$ cat config.mk
export PLATFORM = sky130hd
export DESIGN_NAME = cart_map_top
export DESIGN_NICKNAME = d
export VERILOG_FILES = /design/src/rtl/cart_pkg.sv /design/src/rtl/dec_if.sv /design/src/rtl/mem_req_if.sv /design/src/rtl/cart_cfg_regs.sv /design/src/rtl/cart_addr_decode.sv /design/src/rtl/cart_access_router.sv /design/src/rtl/sram_req_queue.sv /design/src/rtl/cart_map_top.sv
export SDC_FILE = /design/constraint.sdc
export NUM_CORES = 1
export LEC_CHECK = 0
export BUFFER_PORTS_ARGS = -buffer_cell sky130_fd_sc_hd__buf_4
export CORE_AREA = 2 2 176 178
export DETAILED_ROUTE_END_ITERATION = 10
export DIE_AREA = 0 0 178 180
export PLACE_DENSITY = 0.51
export SKIP_LAST_GASP = 1
export SYNTH_ARGS = -nofsm -noshare
export SYNTH_HDL_FRONTEND = slang
export SYNTH_HIERARCHICAL = 1
export SYNTH_SLANG_ARGS = --single-unit
export TNS_END_PERCENT = 5
$ cat constraint.sdc
create_clock -name CLK -period 2.66 [get_ports CLK]
set_input_delay 0.133 -clock CLK [delete_from_list [all_inputs] [get_ports CLK]]
set_output_delay 0.133 -clock CLK [all_outputs]
set_load 0.02 [all_outputs]
$ cat src/rtl/cart_pkg.sv
package cart_pkg;

  localparam int addr_w     = 24;
  localparam int io_flags_w = 8;

  // bit positions inside the host feature register
  localparam int feat_msu1 = 3;
  localparam int feat_213f = 4;

  // layout of the i/o event flag vector
  localparam int io_msu     = 0;
  localparam int io_gsu     = 1;
  localparam int io_213f    = 2;
  localparam int io_snescmd = 3;
  localparam int io_nmicmd  = 4;
  localparam int io_retvec  = 5;
  localparam int io_branch1 = 6;
  localparam int io_branch2 = 7;

  typedef enum logic [1:0] {
    tgt_none  = 2'd0,
    tgt_sram0 = 2'd1,
    tgt_sram1 = 2'd2,
    tgt_io    = 2'd3
  } target_t;

  // physical windows inside the sram address space
  localparam logic [addr_w-1:0] saveram_base = 24'hE00000;
  localparam logic [6:0]        gpram_base   = 7'b1100000;

  // snescmd hook locations, matched on the full address
  localparam logic [addr_w-1:0] nmicmd_addr  = 24'h002BF2;
  localparam logic [addr_w-1:0] retvec_addr  = 24'h002A5A;
  localparam logic [addr_w-1:0] branch1_addr = 24'h002A13;
  localparam logic [addr_w-1:0] branch2_addr = 24'h002A4D;

  typedef enum logic [1:0] {
    cfg_feat      = 2'd0,
    cfg_rom_mask  = 2'd1,
    cfg_sram_mask = 2'd2
  } cfg_sel_t;

  localparam int queue_depth = 2; // entries per sram request queue

endpackage

$ cat src/rtl/dec_if.sv
`timescale 1ns/1ps

interface dec_if import cart_pkg::*; ();
  logic                  valid;
  logic                  ready;
  target_t               target;
  logic [addr_w-1:0]     mapped_addr;
  logic [io_flags_w-1:0] io_flags;
  logic                  we;
  logic [7:0]            wdata;

  modport src (
    output valid,
    input  ready,
    output target,
    output mapped_addr,
    output io_flags,
    output we,
    output wdata
  );

  modport dst (
    input  valid,
    output ready,
    input  target,
    input  mapped_addr,
    input  io_flags,
    input  we,
    input  wdata
  );
endinterface

$ cat src/rtl/mem_req_if.sv
`timescale 1ns/1ps

interface mem_req_if import cart_pkg::*; ();
  logic              valid;
  logic              ready;
  logic [addr_w-1:0] addr;
  logic              we;
  logic [7:0]        wdata;

  // request stream towards one sram port
  modport src (
    output valid,
    input  ready,
    output addr,
    output we,
    output wdata
  );

  modport dst (
    input  valid,
    output ready,
    input  addr,
    input  we,
    input  wdata
  );

endinterface

$ cat src/rtl/cart_cfg_regs.sv
`timescale 1ns/1ps

module cart_cfg_regs import cart_pkg::*; (
  input  logic              CLK,
  input  logic              rst_n,
  input  logic              cfg_valid,
  input  cfg_sel_t          cfg_sel,
  input  logic [addr_w-1:0] cfg_data,
  output logic [7:0]        featurebits,
  output logic [addr_w-1:0] rom_mask,
  output logic [addr_w-1:0] saveram_mask
);

  logic wr_feat;
  logic wr_rom;
  logic wr_sram;

  assign wr_feat = cfg_valid && (cfg_sel == cfg_feat);
  assign wr_rom  = cfg_valid && (cfg_sel == cfg_rom_mask);
  assign wr_sram = cfg_valid && (cfg_sel == cfg_sram_mask);

  always_ff @(posedge CLK) begin
    if (!rst_n) begin
      featurebits <= 8'h00;
    end else if (wr_feat) begin
      featurebits <= cfg_data[7:0]; // upper bits ignored
    end
  end

  // full rom visible until the host narrows it
  always_ff @(posedge CLK) begin
    if (!rst_n) begin
      rom_mask <= '1;
    end else if (wr_rom) begin
      rom_mask <= cfg_data;
    end
  end

  always_ff @(posedge CLK) begin
    if (!rst_n) begin
      saveram_mask <= '0; // bit 0 clear keeps save ram off
    end else if (wr_sram) begin
      saveram_mask <= cfg_data;
    end
  end

endmodule

$ cat src/rtl/cart_addr_decode.sv
`timescale 1ns/1ps

module cart_addr_decode import cart_pkg::*; (
  input  logic              CLK,
  input  logic              rst_n,
  input  logic              bus_valid,
  output logic              bus_ready,
  input  logic [addr_w-1:0] bus_addr,
  input  logic [7:0]        bus_pa,
  input  logic              bus_we,
  input  logic [7:0]        bus_wdata,
  input  logic [7:0]        featurebits,
  input  logic [addr_w-1:0] rom_mask,
  input  logic [addr_w-1:0] saveram_mask,
  dec_if.src                dec
);

  logic                  rom_lo;
  logic                  rom_hi;
  logic                  is_rom;
  logic                  sav_bank;
  logic                  is_saveram;
  logic                  gp_lo;
  logic                  gp_hi;
  logic                  is_gpram;
  logic [addr_w-1:0]     mapped;
  logic [io_flags_w-1:0] flags;
  target_t               tgt;

  // gsu map: rom in 00-3f upper half and 40-5f, ram in 70-71
  assign rom_lo = ~|bus_addr[23:22] & bus_addr[15];
  assign rom_hi = ~bus_addr[23] & bus_addr[22] & ~bus_addr[21];
  assign is_rom = rom_lo | rom_hi;

  // banks 70-71 stay with save ram even while it is disabled
  assign sav_bank   = ~bus_addr[23] & (&bus_addr[22:20]) & ~|bus_addr[19:17];
  assign is_saveram = sav_bank & saveram_mask[0];

  assign gp_lo    = ~|bus_addr[22:20] & (bus_addr[15:13] == 3'b011); // 6000-7fff
  assign gp_hi    = (&bus_addr[22:20]) & ~|bus_addr[19:17] & ~sav_bank;
  assign is_gpram = gp_lo | gp_hi;

  always_comb begin
    if (is_saveram) begin
      mapped = saveram_base | ({7'b0, bus_addr[16:0]} & saveram_mask);
    end else if (rom_lo) begin
      mapped = {3'b000, bus_addr[21:16], bus_addr[14:0]} & rom_mask; // drop a15
    end else if (rom_hi) begin
      mapped = {3'b000, bus_addr[20:0]} & rom_mask;
    end else if (gp_lo) begin
      mapped = {gpram_base, bus_addr[19:16], bus_addr[12:0]};
    end else if (gp_hi) begin
      mapped = {gpram_base, bus_addr[16:0]};
    end else begin
      mapped = bus_addr;
    end
  end

  always_comb begin
    flags = '0;
    flags[io_msu]     = featurebits[feat_msu1] & ~bus_addr[22]
                        & (bus_addr[15:3] == 13'h0400);
    // 3000-32ff, gsu register file and cache
    flags[io_gsu]     = ~bus_addr[22] & (bus_addr[15:10] == 6'b001100)
                        & ~(bus_addr[9] & bus_addr[8]);
    flags[io_213f]    = featurebits[feat_213f] & (bus_pa == 8'h3f);
    flags[io_snescmd] = ~bus_addr[22] & (bus_addr[15:9] == 7'b0010101);
    flags[io_nmicmd]  = (bus_addr == nmicmd_addr);
    flags[io_retvec]  = (bus_addr == retvec_addr);
    flags[io_branch1] = (bus_addr == branch1_addr);
    flags[io_branch2] = (bus_addr == branch2_addr);
  end

  // memory hits win over the i/o windows
  always_comb begin
    if (is_saveram || is_rom) begin
      tgt = tgt_sram0;
    end else if (is_gpram) begin
      tgt = tgt_sram1;
    end else if (|flags) begin
      tgt = tgt_io;
    end else begin
      tgt = tgt_none;
    end
  end

  assign bus_ready = ~dec.valid | dec.ready;

  always_ff @(posedge CLK) begin
    if (!rst_n) begin
      dec.valid <= 1'b0;
    end else if (bus_ready) begin
      dec.valid <= bus_valid;
    end
  end

  always_ff @(posedge CLK) begin
    if (bus_valid && bus_ready) begin
      dec.target      <= tgt;
      dec.mapped_addr <= mapped;
      dec.io_flags    <= flags;
      dec.we          <= bus_we;
      dec.wdata       <= bus_wdata;
    end
  end

endmodule

$ cat src/rtl/cart_access_router.sv
`timescale 1ns/1ps

module cart_access_router import cart_pkg::*; (
  input  logic                  CLK,
  input  logic                  rst_n,
  dec_if.dst                    dec,
  mem_req_if.src                sram0_req,
  mem_req_if.src                sram1_req,
  output logic                  io_valid,
  input  logic                  io_ready,
  output logic [io_flags_w-1:0] io_flags
);

  logic io_free;
  logic io_push;

  assign io_free = ~io_valid | io_ready;

  // only the destination of the current item can stall the decoder
  always_comb begin
    case (dec.target)
      tgt_sram0: dec.ready = sram0_req.ready;
      tgt_sram1: dec.ready = sram1_req.ready;
      tgt_io:    dec.ready = io_free;
      default:   dec.ready = 1'b1; // unmapped, swallowed here
    endcase
  end

  assign sram0_req.valid = dec.valid && (dec.target == tgt_sram0);
  assign sram0_req.addr  = dec.mapped_addr;
  assign sram0_req.we    = dec.we;
  assign sram0_req.wdata = dec.wdata;

  assign sram1_req.valid = dec.valid && (dec.target == tgt_sram1);
  assign sram1_req.addr  = dec.mapped_addr;
  assign sram1_req.we    = dec.we;
  assign sram1_req.wdata = dec.wdata;

  assign io_push = dec.valid && (dec.target == tgt_io) && io_free;

  // single i/o event slot
  always_ff @(posedge CLK) begin
    if (!rst_n) begin
      io_valid <= 1'b0;
    end else if (io_push) begin
      io_valid <= 1'b1;
    end else if (io_ready) begin
      io_valid <= 1'b0;
    end
  end

  always_ff @(posedge CLK) begin
    if (io_push) begin
      io_flags <= dec.io_flags;
    end
  end

endmodule

$ cat src/rtl/sram_req_queue.sv
`timescale 1ns/1ps

module sram_req_queue import cart_pkg::*; (
  input  logic   CLK,
  input  logic   rst_n,
  mem_req_if.dst in_req,
  mem_req_if.src out_req
);

  localparam int ptr_w = $clog2(queue_depth);
  localparam int cnt_w = $clog2(queue_depth + 1);

  logic [addr_w-1:0] addr_mem  [queue_depth];
  logic              we_mem    [queue_depth];
  logic [7:0]        wdata_mem [queue_depth];
  logic [ptr_w-1:0]  wr_ptr;
  logic [ptr_w-1:0]  rd_ptr;
  logic [cnt_w-1:0]  count;
  logic              push;
  logic              pop;

  assign in_req.ready  = (count != cnt_w'(queue_depth)); // no push when full
  assign out_req.valid = (count != '0);

  assign push = in_req.valid & in_req.ready;
  assign pop  = out_req.valid & out_req.ready;

  assign out_req.addr  = addr_mem[rd_ptr];
  assign out_req.we    = we_mem[rd_ptr];
  assign out_req.wdata = wdata_mem[rd_ptr];

  always_ff @(posedge CLK) begin
    if (!rst_n) begin
      wr_ptr <= '0;
      rd_ptr <= '0;
      count  <= '0;
    end else begin
      if (push) begin
        wr_ptr <= wr_ptr + 1'b1;
      end
      if (pop) begin
        rd_ptr <= rd_ptr + 1'b1;
      end
      if (push && !pop) begin
        count <= count + 1'b1;
      end else if (pop && !push) begin
        count <= count - 1'b1;
      end
    end
  end

  always_ff @(posedge CLK) begin
    if (push) begin
      addr_mem[wr_ptr]  <= in_req.addr;
      we_mem[wr_ptr]    <= in_req.we;
      wdata_mem[wr_ptr] <= in_req.wdata;
    end
  end

endmodule

$ cat src/rtl/cart_map_top.sv
`timescale 1ns/1ps

module cart_map_top import cart_pkg::*; (
  input  logic                  CLK,
  input  logic                  rst_n,
  // snes bus side
  input  logic                  bus_valid,
  output logic                  bus_ready,
  input  logic [addr_w-1:0]     bus_addr,
  input  logic [7:0]            bus_pa,
  input  logic                  bus_we,
  input  logic [7:0]            bus_wdata,
  // host configuration
  input  logic                  cfg_valid,
  input  cfg_sel_t              cfg_sel,
  input  logic [addr_w-1:0]     cfg_data,
  output logic                  sram0_valid,
  input  logic                  sram0_ready,
  output logic [addr_w-1:0]     sram0_addr,
  output logic                  sram0_we,
  output logic [7:0]            sram0_wdata,
  output logic                  sram1_valid,
  input  logic                  sram1_ready,
  output logic [addr_w-1:0]     sram1_addr,
  output logic                  sram1_we,
  output logic [7:0]            sram1_wdata,
  output logic                  io_valid,
  input  logic                  io_ready,
  output logic [io_flags_w-1:0] io_flags
);

  logic [7:0]        featurebits;
  logic [addr_w-1:0] rom_mask;
  logic [addr_w-1:0] saveram_mask;

  dec_if     dec ();
  mem_req_if sram0_in ();
  mem_req_if sram1_in ();
  mem_req_if sram0_out ();
  mem_req_if sram1_out ();

  cart_cfg_regs cfg_regs (
    .CLK, .rst_n, .cfg_valid, .cfg_sel, .cfg_data,
    .featurebits, .rom_mask, .saveram_mask
  );

  cart_addr_decode addr_decode (
    .CLK, .rst_n, .bus_valid, .bus_ready, .bus_addr, .bus_pa, .bus_we, .bus_wdata,
    .featurebits, .rom_mask, .saveram_mask, .dec(dec.src)
  );

  cart_access_router router (
    .CLK, .rst_n, .dec(dec.dst), .sram0_req(sram0_in.src), .sram1_req(sram1_in.src),
    .io_valid, .io_ready, .io_flags
  );

  sram_req_queue sram0_q (.CLK, .rst_n, .in_req(sram0_in.dst), .out_req(sram0_out.src));
  sram_req_queue sram1_q (.CLK, .rst_n, .in_req(sram1_in.dst), .out_req(sram1_out.src));

  assign sram0_valid     = sram0_out.valid;
  assign sram0_out.ready = sram0_ready;
  assign sram0_addr      = sram0_out.addr;
  assign sram0_we        = sram0_out.we;
  assign sram0_wdata     = sram0_out.wdata;

  assign sram1_valid     = sram1_out.valid;
  assign sram1_out.ready = sram1_ready;
  assign sram1_addr      = sram1_out.addr;
  assign sram1_we        = sram1_out.we;
  assign sram1_wdata     = sram1_out.wdata;

endmodule

==> results of run 1 <==
-- flip-flops by register name (all words and copies together) (netlist names), 8 cells and up, named ones only --
| signal | count |
|---|---|
| addr_decode/dec.io_flags | 8 |
| addr_decode/dec.mapped_addr | 24 |
| addr_decode/dec.wdata | 8 |
| cfg_regs/rom_mask | 21 |
| cfg_regs/saveram_mask | 17 |
| router/io_flags | 8 |
| sram0_q/addr_mem | 48 |
| sram0_q/wdata_mem | 16 |
| sram1_q/addr_mem | 48 |
| sram1_q/wdata_mem | 16 |
-- worst min-delay path by stage --
stage                                           endpoint  cells after the start
2_1_floorplan         addr_decode/dec.wdata[0]$_DFFE_PP_                      0
3_3_place_gp          addr_decode/dec.wdata[3]$_DFFE_PP_                      1
3_5_place_dp          addr_decode/dec.wdata[3]$_DFFE_PP_                      1
4_1_cts        addr_decode/dec.mapped_addr[12]$_DFFE_PP_                      2
5_1_grt            addr_decode/dec.io_flags[2]$_DFFE_PP_                      3
6_report        addr_decode/dec.mapped_addr[1]$_DFFE_PP_                      2
-- cell type report --
class,count,share of cell area (%)
clock buffers,29,5.33
clock inverters,16,1.05
inverters,28,0.874
multi-input cells,313,20.5
flip-flops and latches,235,54.4
well taps,396,4.12
repair buffers,200,13.7
-- stage by stage --
stage	power, mW	worst slack, ns	cell area (µm²)	cells
finish	9.30	0.382	12000	1217
global route	9.69	0.224	12000	1217
CTS	9.44	0.394	12000	1217
detailed placement	6.12	0.723	10800	1129
global placement	6.11	0.721	10800	1129
floorplan	5.48	0.187	9830	679
-- power by group through the flow --
| stage | registers, mW | clock network (mW) | logic (mW) |
|---|---|---|---|
| 2_1_floorplan | 4.28 | 0 | 1.19 |
| 3_3_place_gp | 4.38 | 0 | 1.73 |
| 3_5_place_dp | 4.38 | 0 | 1.73 |
| 4_1_cts | 4.31 | 3.34 | 1.79 |
| 5_1_grt | 4.33 | 3.48 | 1.88 |
| 6_report | 4.30 | 3.25 | 1.75 |
-- routing by layer --
metal | vias up | global-route usage [%] | wire [µm]
met1 | 2635 | 18.5 | 10100
li1 | 2691 | - | -
met4 | 0 | 3.51 | 396
met3 | 28 | 1.97 | 928
met2 | 138 | 21.1 | 9710
met5 | - | 0 | 0
==> results.sh, run 1 <==
export IMPL_power_clock_fraction_pct=34.9
export IMPL_crit_path_frequent_cell="sky130_fd_sc_hd__dlygate4sd3_1"
export IMPL_post_cts_clock_slew_at_the_launch_and_capture_registers_of_the_worst_setup_and_hold_paths_ns=0.06
export IMPL_cp_buffers_inverters=3
export IMPL_detail_route_wl_per_cell_um=17.3
export IMPL_synthToLayoutAreaGrowth_pct=22.3
export IMPL_top_level_ports=152
export IMPL_tritoncts_num_buffers=25
export IMPL_worst_setup_path_start_kind="primary input"
export IMPL_fin_util_pct=39.8
export IMPL_timing_reg2reg_setup_slack_ns=0.73
export IMPL_register_share_of_total_power_pct=46.2
export IMPL_initial_antenna_violation_count=0
export IMPL_route_antenna_remaining_nets=0
export IMPL_grt_first_pass_wirelength_um=32400
export IMPL_hold_violations=0
export IMPL_hold_start="bus_addr[1]"
export IMPL_fin_worst_hold_slack_ns=0.0247
export IMPL_cts_tree="built"
export IMPL_wirelength_um=21100
export IMPL_clock_skew_final_ns=0.0123
export IMPL_cts_sinks=235
export IMPL_register_area_mm2=0.00654
export IMPL_first_iter_violations=341
export IMPL_worstSkewPairLatency_ns=0.51
export IMPL_placement_io_buffers=148
export IMPL_clock_path_buffers=3
export IMPL_syn_mean_instance_area_um2=14.5
export IMPL_maximum_fanout_encountered_on_the_critical_timing_path=5
export IMPL_setup_viol=0
export IMPL_power_per_cell_area_mw_per_mm2=774
export IMPL_post_cts_repair_setup_buffers=0
export IMPL_drt_drc_violations_left=0
export IMPL_die_area_mm2=0.0320
export IMPL_fp_dieW_um=178
export IMPL_combinationalPowerShare_pct=18.9
export IMPL_final_setup_tns_ns=0
export IMPL_grt_pass1_vias=5546
export IMPL_cts_root_buffer="sky130_fd_sc_hd__clkbuf_16"
export IMPL_rr_endpoint="addr_decode/dec.wdata[2]$_DFFE_PP_"
export IMPL_routabilityCongestion=0.753
export IMPL_vias=5492
export IMPL_ir_worst_vdd_mv=0.385
export IMPL_globalRouteTotalUtil_pct=13.1
export IMPL_critical_path_endpoint="addr_decode/dec.io_flags[6]$_DFFE_PP_"
export IMPL_mostFrequentLayoutCells="sky130_fd_sc_hd__edfxtp_1, sky130_fd_sc_hd__buf_4, sky130_fd_sc_hd__mux2_2"
export IMPL_yosysWarnings=6
export IMPL_final_min_clock_period_ns=2.28
export IMPL_finalNetCount=879
export IMPL_run_status="finished clean"
export IMPL_total_overflow_reported_by_the_global_router=0
export IMPL_final_fill_count=2818
export IMPL_std_cell_rows=64
export IMPL_min_path_type="primary input to flop"
export IMPL_critical_path_cell_chain="dlygate4sd3_1, buf_4, nor2_1, nand3_4, or4_4, or2_1, nor4_1, dlygate4sd3_1"
export IMPL_timing_setup_critical_path_class="primary input to flop"
export IMPL_worstReg2RegStart="sram0_q/count[0]$_SDFFE_PN0P_"
export IMPL_timing_fmax_mhz=439
export IMPL_critical_path_slowest_cell="sky130_fd_sc_hd__dlygate4sd3_1"
export IMPL_initial_core_util_pct=32.6
export IMPL_cp_top_family="simple AND/OR/NAND/NOR gates"
export IMPL_cells_on_worst_reg2reg_path=6
export IMPL_maxSlewViolCount=0
export IMPL_drv_max_cap_violation_count=0
export IMPL_die_height_um=180
export IMPL_timing_critical_path_depth=8
export IMPL_grt_max_degree=70
export IMPL_num_antenna_cells=0
export IMPL_vias_per_cell=4.51
export IMPL_rsz0062_at_grt="no"
export IMPL_worst_path_largest_cell_delay_ns=0.58
export IMPL_syn_nets=755
export IMPL_power_net_switching_mw=2.38
export IMPL_postCtsHoldBufs=43
export IMPL_dp_final_hpwl_um=14000
export IMPL_min_period_over_period_pct=85.6
export IMPL_critPathRequiredTime_ns=3.03
export IMPL_multi_input_comb_area_mm2=0.00247
export IMPL_synth_area_mm2=0.00983
export IMPL_syn_inst=679
export IMPL_mostFrequentLayoutCell="sky130_fd_sc_hd__edfxtp_1"
export IMPL_timing_critical_path_from="bus_addr[10]"
export IMPL_worst_slew_pin_slew_ns=0.907
export IMPL_detail_route_first_pass_iterations=4
export IMPL_cell_internal_pwr_mw=6.92
export IMPL_cts_resized=0
export IMPL_timing_critical_path_to_type="flop"
export IMPL_power_leakage_nw=4.44
export IMPL_crit_arrival_ns=2.65
export IMPL_timing_max_slew_rel_slack_pct=39.5
export IMPL_h_tree_depth=1
export IMPL_switching_share_pct=25.6
export IMPL_post_route_cells_drive_above_1_share_pct=35.1
export IMPL_core_region_area_mm2=0.0302
No activity file was read; power rests on OpenSTA's default activity.
==> run 2: changes to the inputs <==
--- a/config.mk
+++ b/config.mk
@@ -6,10 +6,13 @@
 export NUM_CORES = 1
 export LEC_CHECK = 0
 export BUFFER_PORTS_ARGS = -buffer_cell sky130_fd_sc_hd__buf_4
+export CAP_MARGIN = 20
+export CELL_PAD_IN_SITES_DETAIL_PLACEMENT = 1
+export CELL_PAD_IN_SITES_GLOBAL_PLACEMENT = 2
 export CORE_AREA = 2 2 176 178
 export DETAILED_ROUTE_END_ITERATION = 10
 export DIE_AREA = 0 0 178 180
-export PLACE_DENSITY = 0.51
+export PLACE_DENSITY = 0.68
 export SKIP_LAST_GASP = 1
 export SYNTH_ARGS = -nofsm -noshare
 export SYNTH_HDL_FRONTEND = slang
==> run 2 against run 1 <==
Against the previous run: clock skew barely moved; cell count is 0.16% higher; routed wire length increased by 10%; via count rose by 4.2%; critical path depth did not move; worst hold slack got worse by 0.0049 ns; critical endpoint unchanged; largest power group unchanged.
==> results.sh, run 2 (synthesized netlist as in run 1, its figures left out) <==
export IMPL_run_status="finished clean"
export IMPL_vias=5723
export IMPL_mostFrequentLayoutCells="sky130_fd_sc_hd__edfxtp_1, sky130_fd_sc_hd__buf_4, sky130_fd_sc_hd__mux2_2"
export IMPL_critPathRequiredTime_ns=3.03
export IMPL_cts_root_buffer="sky130_fd_sc_hd__clkbuf_16"
export IMPL_crit_arrival_ns=2.67
export IMPL_post_route_cells_drive_above_1_share_pct=36.3
export IMPL_top_level_ports=152
export IMPL_cts_tree="built"
export IMPL_hold_violations=0
export IMPL_num_antenna_cells=0
export IMPL_finalNetCount=881
export IMPL_clock_path_buffers=3
export IMPL_final_min_clock_period_ns=2.30
export IMPL_dp_final_hpwl_um=16000
export IMPL_fp_dieW_um=178
export IMPL_final_setup_tns_ns=0
export IMPL_routabilityCongestion=0.847
export IMPL_mostFrequentLayoutCell="sky130_fd_sc_hd__edfxtp_1"
export IMPL_h_tree_depth=1
export IMPL_timing_setup_critical_path_class="primary input to flop"
export IMPL_setup_viol=0
export IMPL_globalRouteTotalUtil_pct=14.5
export IMPL_fin_worst_hold_slack_ns=0.0198
export IMPL_cts_sinks=235
export IMPL_rsz0062_at_grt="no"
export IMPL_synthToLayoutAreaGrowth_pct=24.6
export IMPL_power_per_cell_area_mw_per_mm2=821
export IMPL_die_area_mm2=0.0320
export IMPL_route_antenna_remaining_nets=0
export IMPL_std_cell_rows=64
export IMPL_vias_per_cell=4.69
export IMPL_die_height_um=180
export IMPL_reg_top3="sram0_q/addr_mem: 48 flops, sram1_q/addr_mem: 48 flops, addr_decode/dec.mapped_addr: 24 flops"
export IMPL_final_fill_count=3079
export IMPL_placement_io_buffers=148
export IMPL_grt_first_pass_wirelength_um=36000
export IMPL_power_leakage_nw=4.55
export IMPL_timing_critical_path_to_type="flop"
export IMPL_worst_slew_pin_slew_ns=0.927
export IMPL_clock_skew_final_ns=0.0123
export IMPL_grt_max_degree=70
export IMPL_maxSlewViolCount=0
export IMPL_register_area_mm2=0.00654
export IMPL_total_overflow_reported_by_the_global_router=0
export IMPL_timing_fmax_mhz=436
export IMPL_detail_route_wl_per_cell_um=19.1
export IMPL_tritoncts_num_buffers=25
export IMPL_multi_input_comb_area_mm2=0.00247
export IMPL_initial_antenna_violation_count=0
export IMPL_first_iter_violations=253
export IMPL_post_cts_clock_slew_at_the_launch_and_capture_registers_of_the_worst_setup_and_hold_paths_ns=0.06
export IMPL_grt_pass1_vias=6276
export IMPL_timing_max_slew_rel_slack_pct=38.2
export IMPL_min_period_over_period_pct=86.3
export IMPL_maximum_fanout_encountered_on_the_critical_timing_path=5
export IMPL_worstSkewPairLatency_ns=0.51
export IMPL_drt_drc_violations_left=0
export IMPL_min_path_type="primary input to flop"
export IMPL_core_region_area_mm2=0.0302
export IMPL_wirelength_um=23300
export IMPL_worst_setup_path_start_kind="primary input"
export IMPL_initial_core_util_pct=32.6
export IMPL_detail_route_first_pass_iterations=4
export IMPL_ir_worst_vdd_mv=0.511
export IMPL_drv_max_cap_violation_count=0
run 2: cell count changes in the layout (fill, tap and decap cells not counted):
cell / previous run / this run
sky130_fd_sc_hd__bufinv_16: 2 / 6
sky130_fd_sc_hd__buf_4: 154 / 155
sky130_fd_sc_hd__clkinvlp_4: 1 / 0
sky130_fd_sc_hd__clkinv_4: 1 / 0
sky130_fd_sc_hd__clkinv_2: 4 / 3
sky130_fd_sc_hd__clkbuf_16: 25 / 28
sky130_fd_sc_hd__clkinvlp_2: 0 / 1
sky130_fd_sc_hd__buf_12: 3 / 4
sky130_fd_sc_hd__clkinv_1: 8 / 3
sky130_fd_sc_hd__clkbuf_1: 4 / 0
sky130_fd_sc_hd__clkbuf_8: 0 / 4
run 2: worst paths after layout:
check,to,startpoint,cells past startpoint,slack (ns)
hold / removal,addr_decode/dec.io_flags[5]$_DFFE_PP_,bus_addr[3],2,0.02
setup reg to reg,sram1_q/count[1]$_SDFFE_PN0P_,addr_decode/dec.target[0]$_SDFFCE_PP1P_,5,0.86
setup / recovery,addr_decode/dec.io_flags[6]$_DFFE_PP_,bus_addr[10],8,0.36
hold reg to reg,router/io_flags[6]$_DFFE_PP_,addr_decode/dec.io_flags[6]$_DFFE_PP_,0,0.42
run 2: power by group:
part           leakage [nW]  switching [mW]  internal, mW
Clock                 0.475            1.39          2.57
Combinational          1.96           0.877         0.877
Sequential             2.12           0.203          4.14
run 2: final cells by class:
| class | instances | share of cell area (%) |
|---|---|---|
| Clock buffer | 32 | 6.17 |
| Inverter | 28 | 0.858 |
| Timing Repair Buffer | 202 | 13.7 |
| Sequential cell | 235 | 53.4 |
| Tap cell | 396 | 4.04 |
| Clock inverter | 13 | 1.73 |
| Multi-Input combinational cell | 313 | 20.2 |
run 2: critical path, stage by stage:
cell                            delay (ns)
sky130_fd_sc_hd__dlygate4sd3_1        0.53
sky130_fd_sc_hd__buf_4                0.14
sky130_fd_sc_hd__nor2_1               0.20
sky130_fd_sc_hd__nand3_4              0.13
sky130_fd_sc_hd__or4_4                0.55
sky130_fd_sc_hd__or2_1                0.26
sky130_fd_sc_hd__nor4_1               0.15
sky130_fd_sc_hd__dlygate4sd3_1        0.58
run 2: metal layers:
| metal | GRT usage, % | wire length [µm] | vias to the layer above |
|---|---|---|---|
| met2 | 24.7 | 11400 | 143 |
| met1 | 18.8 | 10200 | 2855 |
| met3 | 2.14 | 990 | 41 |
| met4 | 4.92 | 640 | 0 |
| li1 | - | - | 2684 |
| met5 | 0 | 0 | - |
run 2: repair_timing:
action                                  CTS  global route
endpoints found under the hold margin    66             0
endpoints found under the setup margin    0             0
setup buffers                             0             0
hold buffers                             43             0
gates resized for setup                   0             0
run 2: per-stage QoR:
step	instances	setup WS, ns	power, mW	util, %	instance area, µm²
2_1_floorplan	679	0.187	5.48	-	9830
6_report	1219	0.364	10.1	40.6	12200
3_3_place_gp	1131	0.774	6.10	35.9	10900
5_1_grt	1219	0.226	10.4	40.6	12200
4_1_cts	1219	0.386	10.2	40.6	12200
3_5_place_dp	1131	0.624	6.15	35.9	10900
==> run 3: changes to the inputs <==
--- a/config.mk
+++ b/config.mk
@@ -5,14 +5,15 @@
 export SDC_FILE = /design/constraint.sdc
 export NUM_CORES = 1
 export LEC_CHECK = 0
+export ABC_AREA = 1
 export BUFFER_PORTS_ARGS = -buffer_cell sky130_fd_sc_hd__buf_4
 export CAP_MARGIN = 20
 export CELL_PAD_IN_SITES_DETAIL_PLACEMENT = 1
 export CELL_PAD_IN_SITES_GLOBAL_PLACEMENT = 2
-export CORE_AREA = 2 2 176 178
+export CORE_AREA = 2 2 179 181
 export DETAILED_ROUTE_END_ITERATION = 10
-export DIE_AREA = 0 0 178 180
-export PLACE_DENSITY = 0.68
+export DIE_AREA = 0 0 181 183
+export PLACE_DENSITY = 0.73
 export SKIP_LAST_GASP = 1
 export SYNTH_ARGS = -nofsm -noshare
 export SYNTH_HDL_FRONTEND = slang
==> run 3 against run 2 <==
Against the previous run: worst setup slack improved by 0.13 ns; first-iteration DRC count rose by 11%; critical path depth fell by 5; final area rose by 1.1%; register-to-register slack got worse by 0.04 ns; sequential share of layout area fell by 0.60 points; highest routed layer unchanged; count of clock-buffer cells in the layout fell by 5; global-route usage fell by 0.29 points; clock power fell by 14%; synthesized cell count rose by 21%; worst hold slack improved by 0.0087 ns.
==> results.sh, run 3 <==
export IMPL_power_per_cell_area_mw_per_mm2=703
export IMPL_min_period_over_period_pct=81.5
export IMPL_core_region_area_mm2=0.0312
export IMPL_total_overflow_reported_by_the_global_router=0
export IMPL_final_min_clock_period_ns=2.17
export IMPL_rr_endpoint="sram1_q/wdata_mem[1][1]$_DFFE_PP_"
export IMPL_cp_top_family="flip-flops"
export IMPL_hold_start="bus_addr[23]"
export IMPL_worstSkewPairLatency_ns=0.51
export IMPL_run_status="finished clean"
export IMPL_grt_first_pass_wirelength_um=36500
export IMPL_fp_dieW_um=181
export IMPL_timing_max_slew_rel_slack_pct=48.0
export IMPL_dpl_cell_count=1281
export IMPL_cts_resized=0
export IMPL_synthToLayoutAreaGrowth_pct=21.4
export IMPL_vias_per_cell=4.49
export IMPL_final_setup_tns_ns=0
export IMPL_dp_final_hpwl_um=16000
export IMPL_cells_on_worst_reg2reg_path=4
export IMPL_grt_pass1_vias=6387
export IMPL_wirelength_um=23800
export IMPL_hold_violations=0
export IMPL_initial_core_util_pct=32.7
export IMPL_cp_buffers_inverters=2
export IMPL_ir_worst_vdd_mv=0.441
export IMPL_cts_root_buffer="sky130_fd_sc_hd__clkbuf_16"
export IMPL_reg_top3="sram0_q/addr_mem: 48 flops, sram1_q/addr_mem: 48 flops, addr_decode/dec.mapped_addr: 24 flops"
export IMPL_place_ws_ns=0.810
export IMPL_syn_nets=898
export IMPL_critical_path_slowest_cell="sky130_fd_sc_hd__dfxtp_2"
export IMPL_post_cts_clock_slew_at_the_launch_and_capture_registers_of_the_worst_setup_and_hold_paths_ns=0.06
export IMPL_tritoncts_num_buffers=25
export IMPL_route_antenna_remaining_nets=0
export IMPL_drv_max_cap_violation_count=0
export IMPL_detail_route_wl_per_cell_um=17.5
export IMPL_final_design_area_no_fill_mm2=0.0124
export IMPL_synth_area_mm2=0.0102
export IMPL_post_route_cells_drive_above_1_share_pct=29.4
export IMPL_switching_share_pct=23.8
export IMPL_cell_internal_pwr_mw=6.64
export IMPL_final_fill_count=3344
export IMPL_num_antenna_cells=0
export IMPL_yosysWarnings=6
export IMPL_power_clock_fraction_pct=38.9
export IMPL_routabilityCongestion=0.818
export IMPL_grt_max_degree=51
export IMPL_hold_path_end="addr_decode/dec.mapped_addr[23]$_SDFFCE_PP1P_"
export IMPL_crit_arrival_ns=2.03
export IMPL_timing_fmax_mhz=461
export IMPL_timing_critical_path_to_type="output pin"
export IMPL_dpl_instance_area_mm2=0.0112
export IMPL_cts_sinks=235
export IMPL_drt_drc_violations_left=0
export IMPL_cts_tree="built"
export IMPL_rsz0062_at_grt="no"
export IMPL_maximum_fanout_encountered_on_the_critical_timing_path=19
export IMPL_timing_hold_worst_path_depth=3
export IMPL_critical_path_cell_chain="buf_12, mux2_2, buf_4"
export IMPL_syn_mean_instance_area_um2=12.4
export IMPL_initial_antenna_violation_count=0
export IMPL_mostFrequentLayoutCell="sky130_fd_sc_hd__edfxtp_1"
export IMPL_instances_no_fill=1363
export IMPL_worstReg2RegStart="addr_decode/dec.target[0]$_SDFFCE_PP1P_"
export IMPL_vias=6121
export IMPL_die_area_mm2=0.0331
export IMPL_min_path_type="primary input to flop"
export IMPL_combinationalPowerShare_pct=12.6
export IMPL_timing_setup_critical_path_class="flop to output pin"
export IMPL_placement_io_buffers=148
export IMPL_detail_route_first_pass_iterations=4
export IMPL_maxSlewViolCount=0
export IMPL_setup_viol=0
export IMPL_register_share_of_total_power_pct=48.5
export IMPL_syn_inst=822
export IMPL_die_height_um=183
export IMPL_clock_skew_final_ns=0.00667
export IMPL_first_iter_violations=281
export IMPL_mostFrequentLayoutCells="sky130_fd_sc_hd__edfxtp_1, sky130_fd_sc_hd__buf_4, sky130_fd_sc_hd__nand2_1"
export IMPL_critPathRequiredTime_ns=2.53
export IMPL_clock_path_buffers=3
export IMPL_worst_path_largest_cell_delay_ns=0.70
export IMPL_top_level_ports=152
export IMPL_timing_reg2reg_setup_slack_ns=0.82
export IMPL_finalNetCount=1021
export IMPL_worst_setup_path_start_kind="flop"
export IMPL_worst_slew_pin_slew_ns=0.780
export IMPL_h_tree_depth=1
export IMPL_post_route_worst_setup_slack_ns=0.492
export IMPL_power_leakage_nw=4.98
export IMPL_std_cell_rows=65
export IMPL_globalRouteTotalUtil_pct=14.2
export IMPL_power_net_switching_mw=2.08
-- run 3: cell count changes in the layout (fill, tap and decap cells not counted), moves of 7 or more --
| cell | change |
|---|---|
| sky130_fd_sc_hd__mux2i_1 | -19 |
| sky130_fd_sc_hd__and2_1 | -8 |
| sky130_fd_sc_hd__nand3b_1 | -7 |
| sky130_fd_sc_hd__nand4_1 | +28 |
| sky130_fd_sc_hd__mux2_4 | +60 |
| sky130_fd_sc_hd__inv_1 | +40 |
| sky130_fd_sc_hd__o211ai_1 | -20 |
| sky130_fd_sc_hd__nand2_1 | +66 |
| sky130_fd_sc_hd__nand3_1 | +39 |
| sky130_fd_sc_hd__mux2_2 | -61 |
| sky130_fd_sc_hd__o21ai_0 | +8 |
| sky130_fd_sc_hd__o221a_2 | -12 |
| sky130_fd_sc_hd__nor2_1 | +80 |
| sky130_fd_sc_hd__nand4b_1 | -22 |
-- run 3: final cells by class --
class | instances | area (µm²) | area share [%]
repair buffers | 196 | 1630 | 13.2
multi-input cells | 416 | 2650 | 21.4
clock inverters | 16 | 165 | 1.33
well taps | 402 | 503 | 4.06
clock buffers | 27 | 633 | 5.11
inverters | 71 | 269 | 2.17
flip-flops and latches | 235 | 6540 | 52.8
-- run 3: metal layers --
metal / vias to the layer above / track usage [%] / part of all wire, %
met3: 33 / 2.56 / 5.0
met4: 0 / 3.41 / 1.9
met5: - / 0 / 0
met1: 2947 / 17.9 / 44
li1: 3002 / - / -
met2: 139 / 25.4 / 49
-- run 3: worst max path at each step --
stage | endpoint | slack, ns | cells past startpoint
after floorplan | sram1_q/addr_mem[0][0]$_DFFE_PP_ | 0.12 | 3
after global placement | sram1_q/we_mem[1]$_DFFE_PP_ | 0.84 | 4
after detailed placement | sram1_q/wdata_mem[0][0]$_DFFE_PP_ | 0.81 | 4
after CTS | sram1_addr[8] | 0.41 | 3
after global routing | sram1_addr[8] | 0.38 | 3
final | sram1_addr[8] | 0.49 | 3
-- run 3: metrics by stage --
| stage | total power [mW] | hold WS, ns | util, % |
|---|---|---|---|
| floorplan | 5.06 | 0.232 | - |
| global placement | 5.36 | 0.313 | 35.9 |
| detailed placement | 5.38 | 0.312 | 35.9 |
| CTS | 8.85 | 0.00638 | 39.7 |
| global route | 9.07 | 0.0164 | 39.7 |
| finish | 8.71 | 0.0285 | 39.7 |
-- run 3: tightest hold or removal path: cells and delay by family --
kind | cells | cell delay, ns
and+or+nand+nor | 1 | 0.10
buffers and inverters | 2 | 0.19
-- run 3: power by group through the flow --
stage               Clock (mW)  Sequential (mW)  Combinational, mW
finish                    3.39             4.23               1.10
global route              3.64             4.25               1.19
CTS                       3.50             4.23               1.12
detailed placement           0             4.31               1.07
global placement             0             4.30               1.06
floorplan                    0             4.23              0.824
-- run 3: what timing repair did --
action                                 4_1_cts  5_1_grt
hold buffers                                39        0
buffers inserted                             0        0
endpoints found under the hold margin       56        0
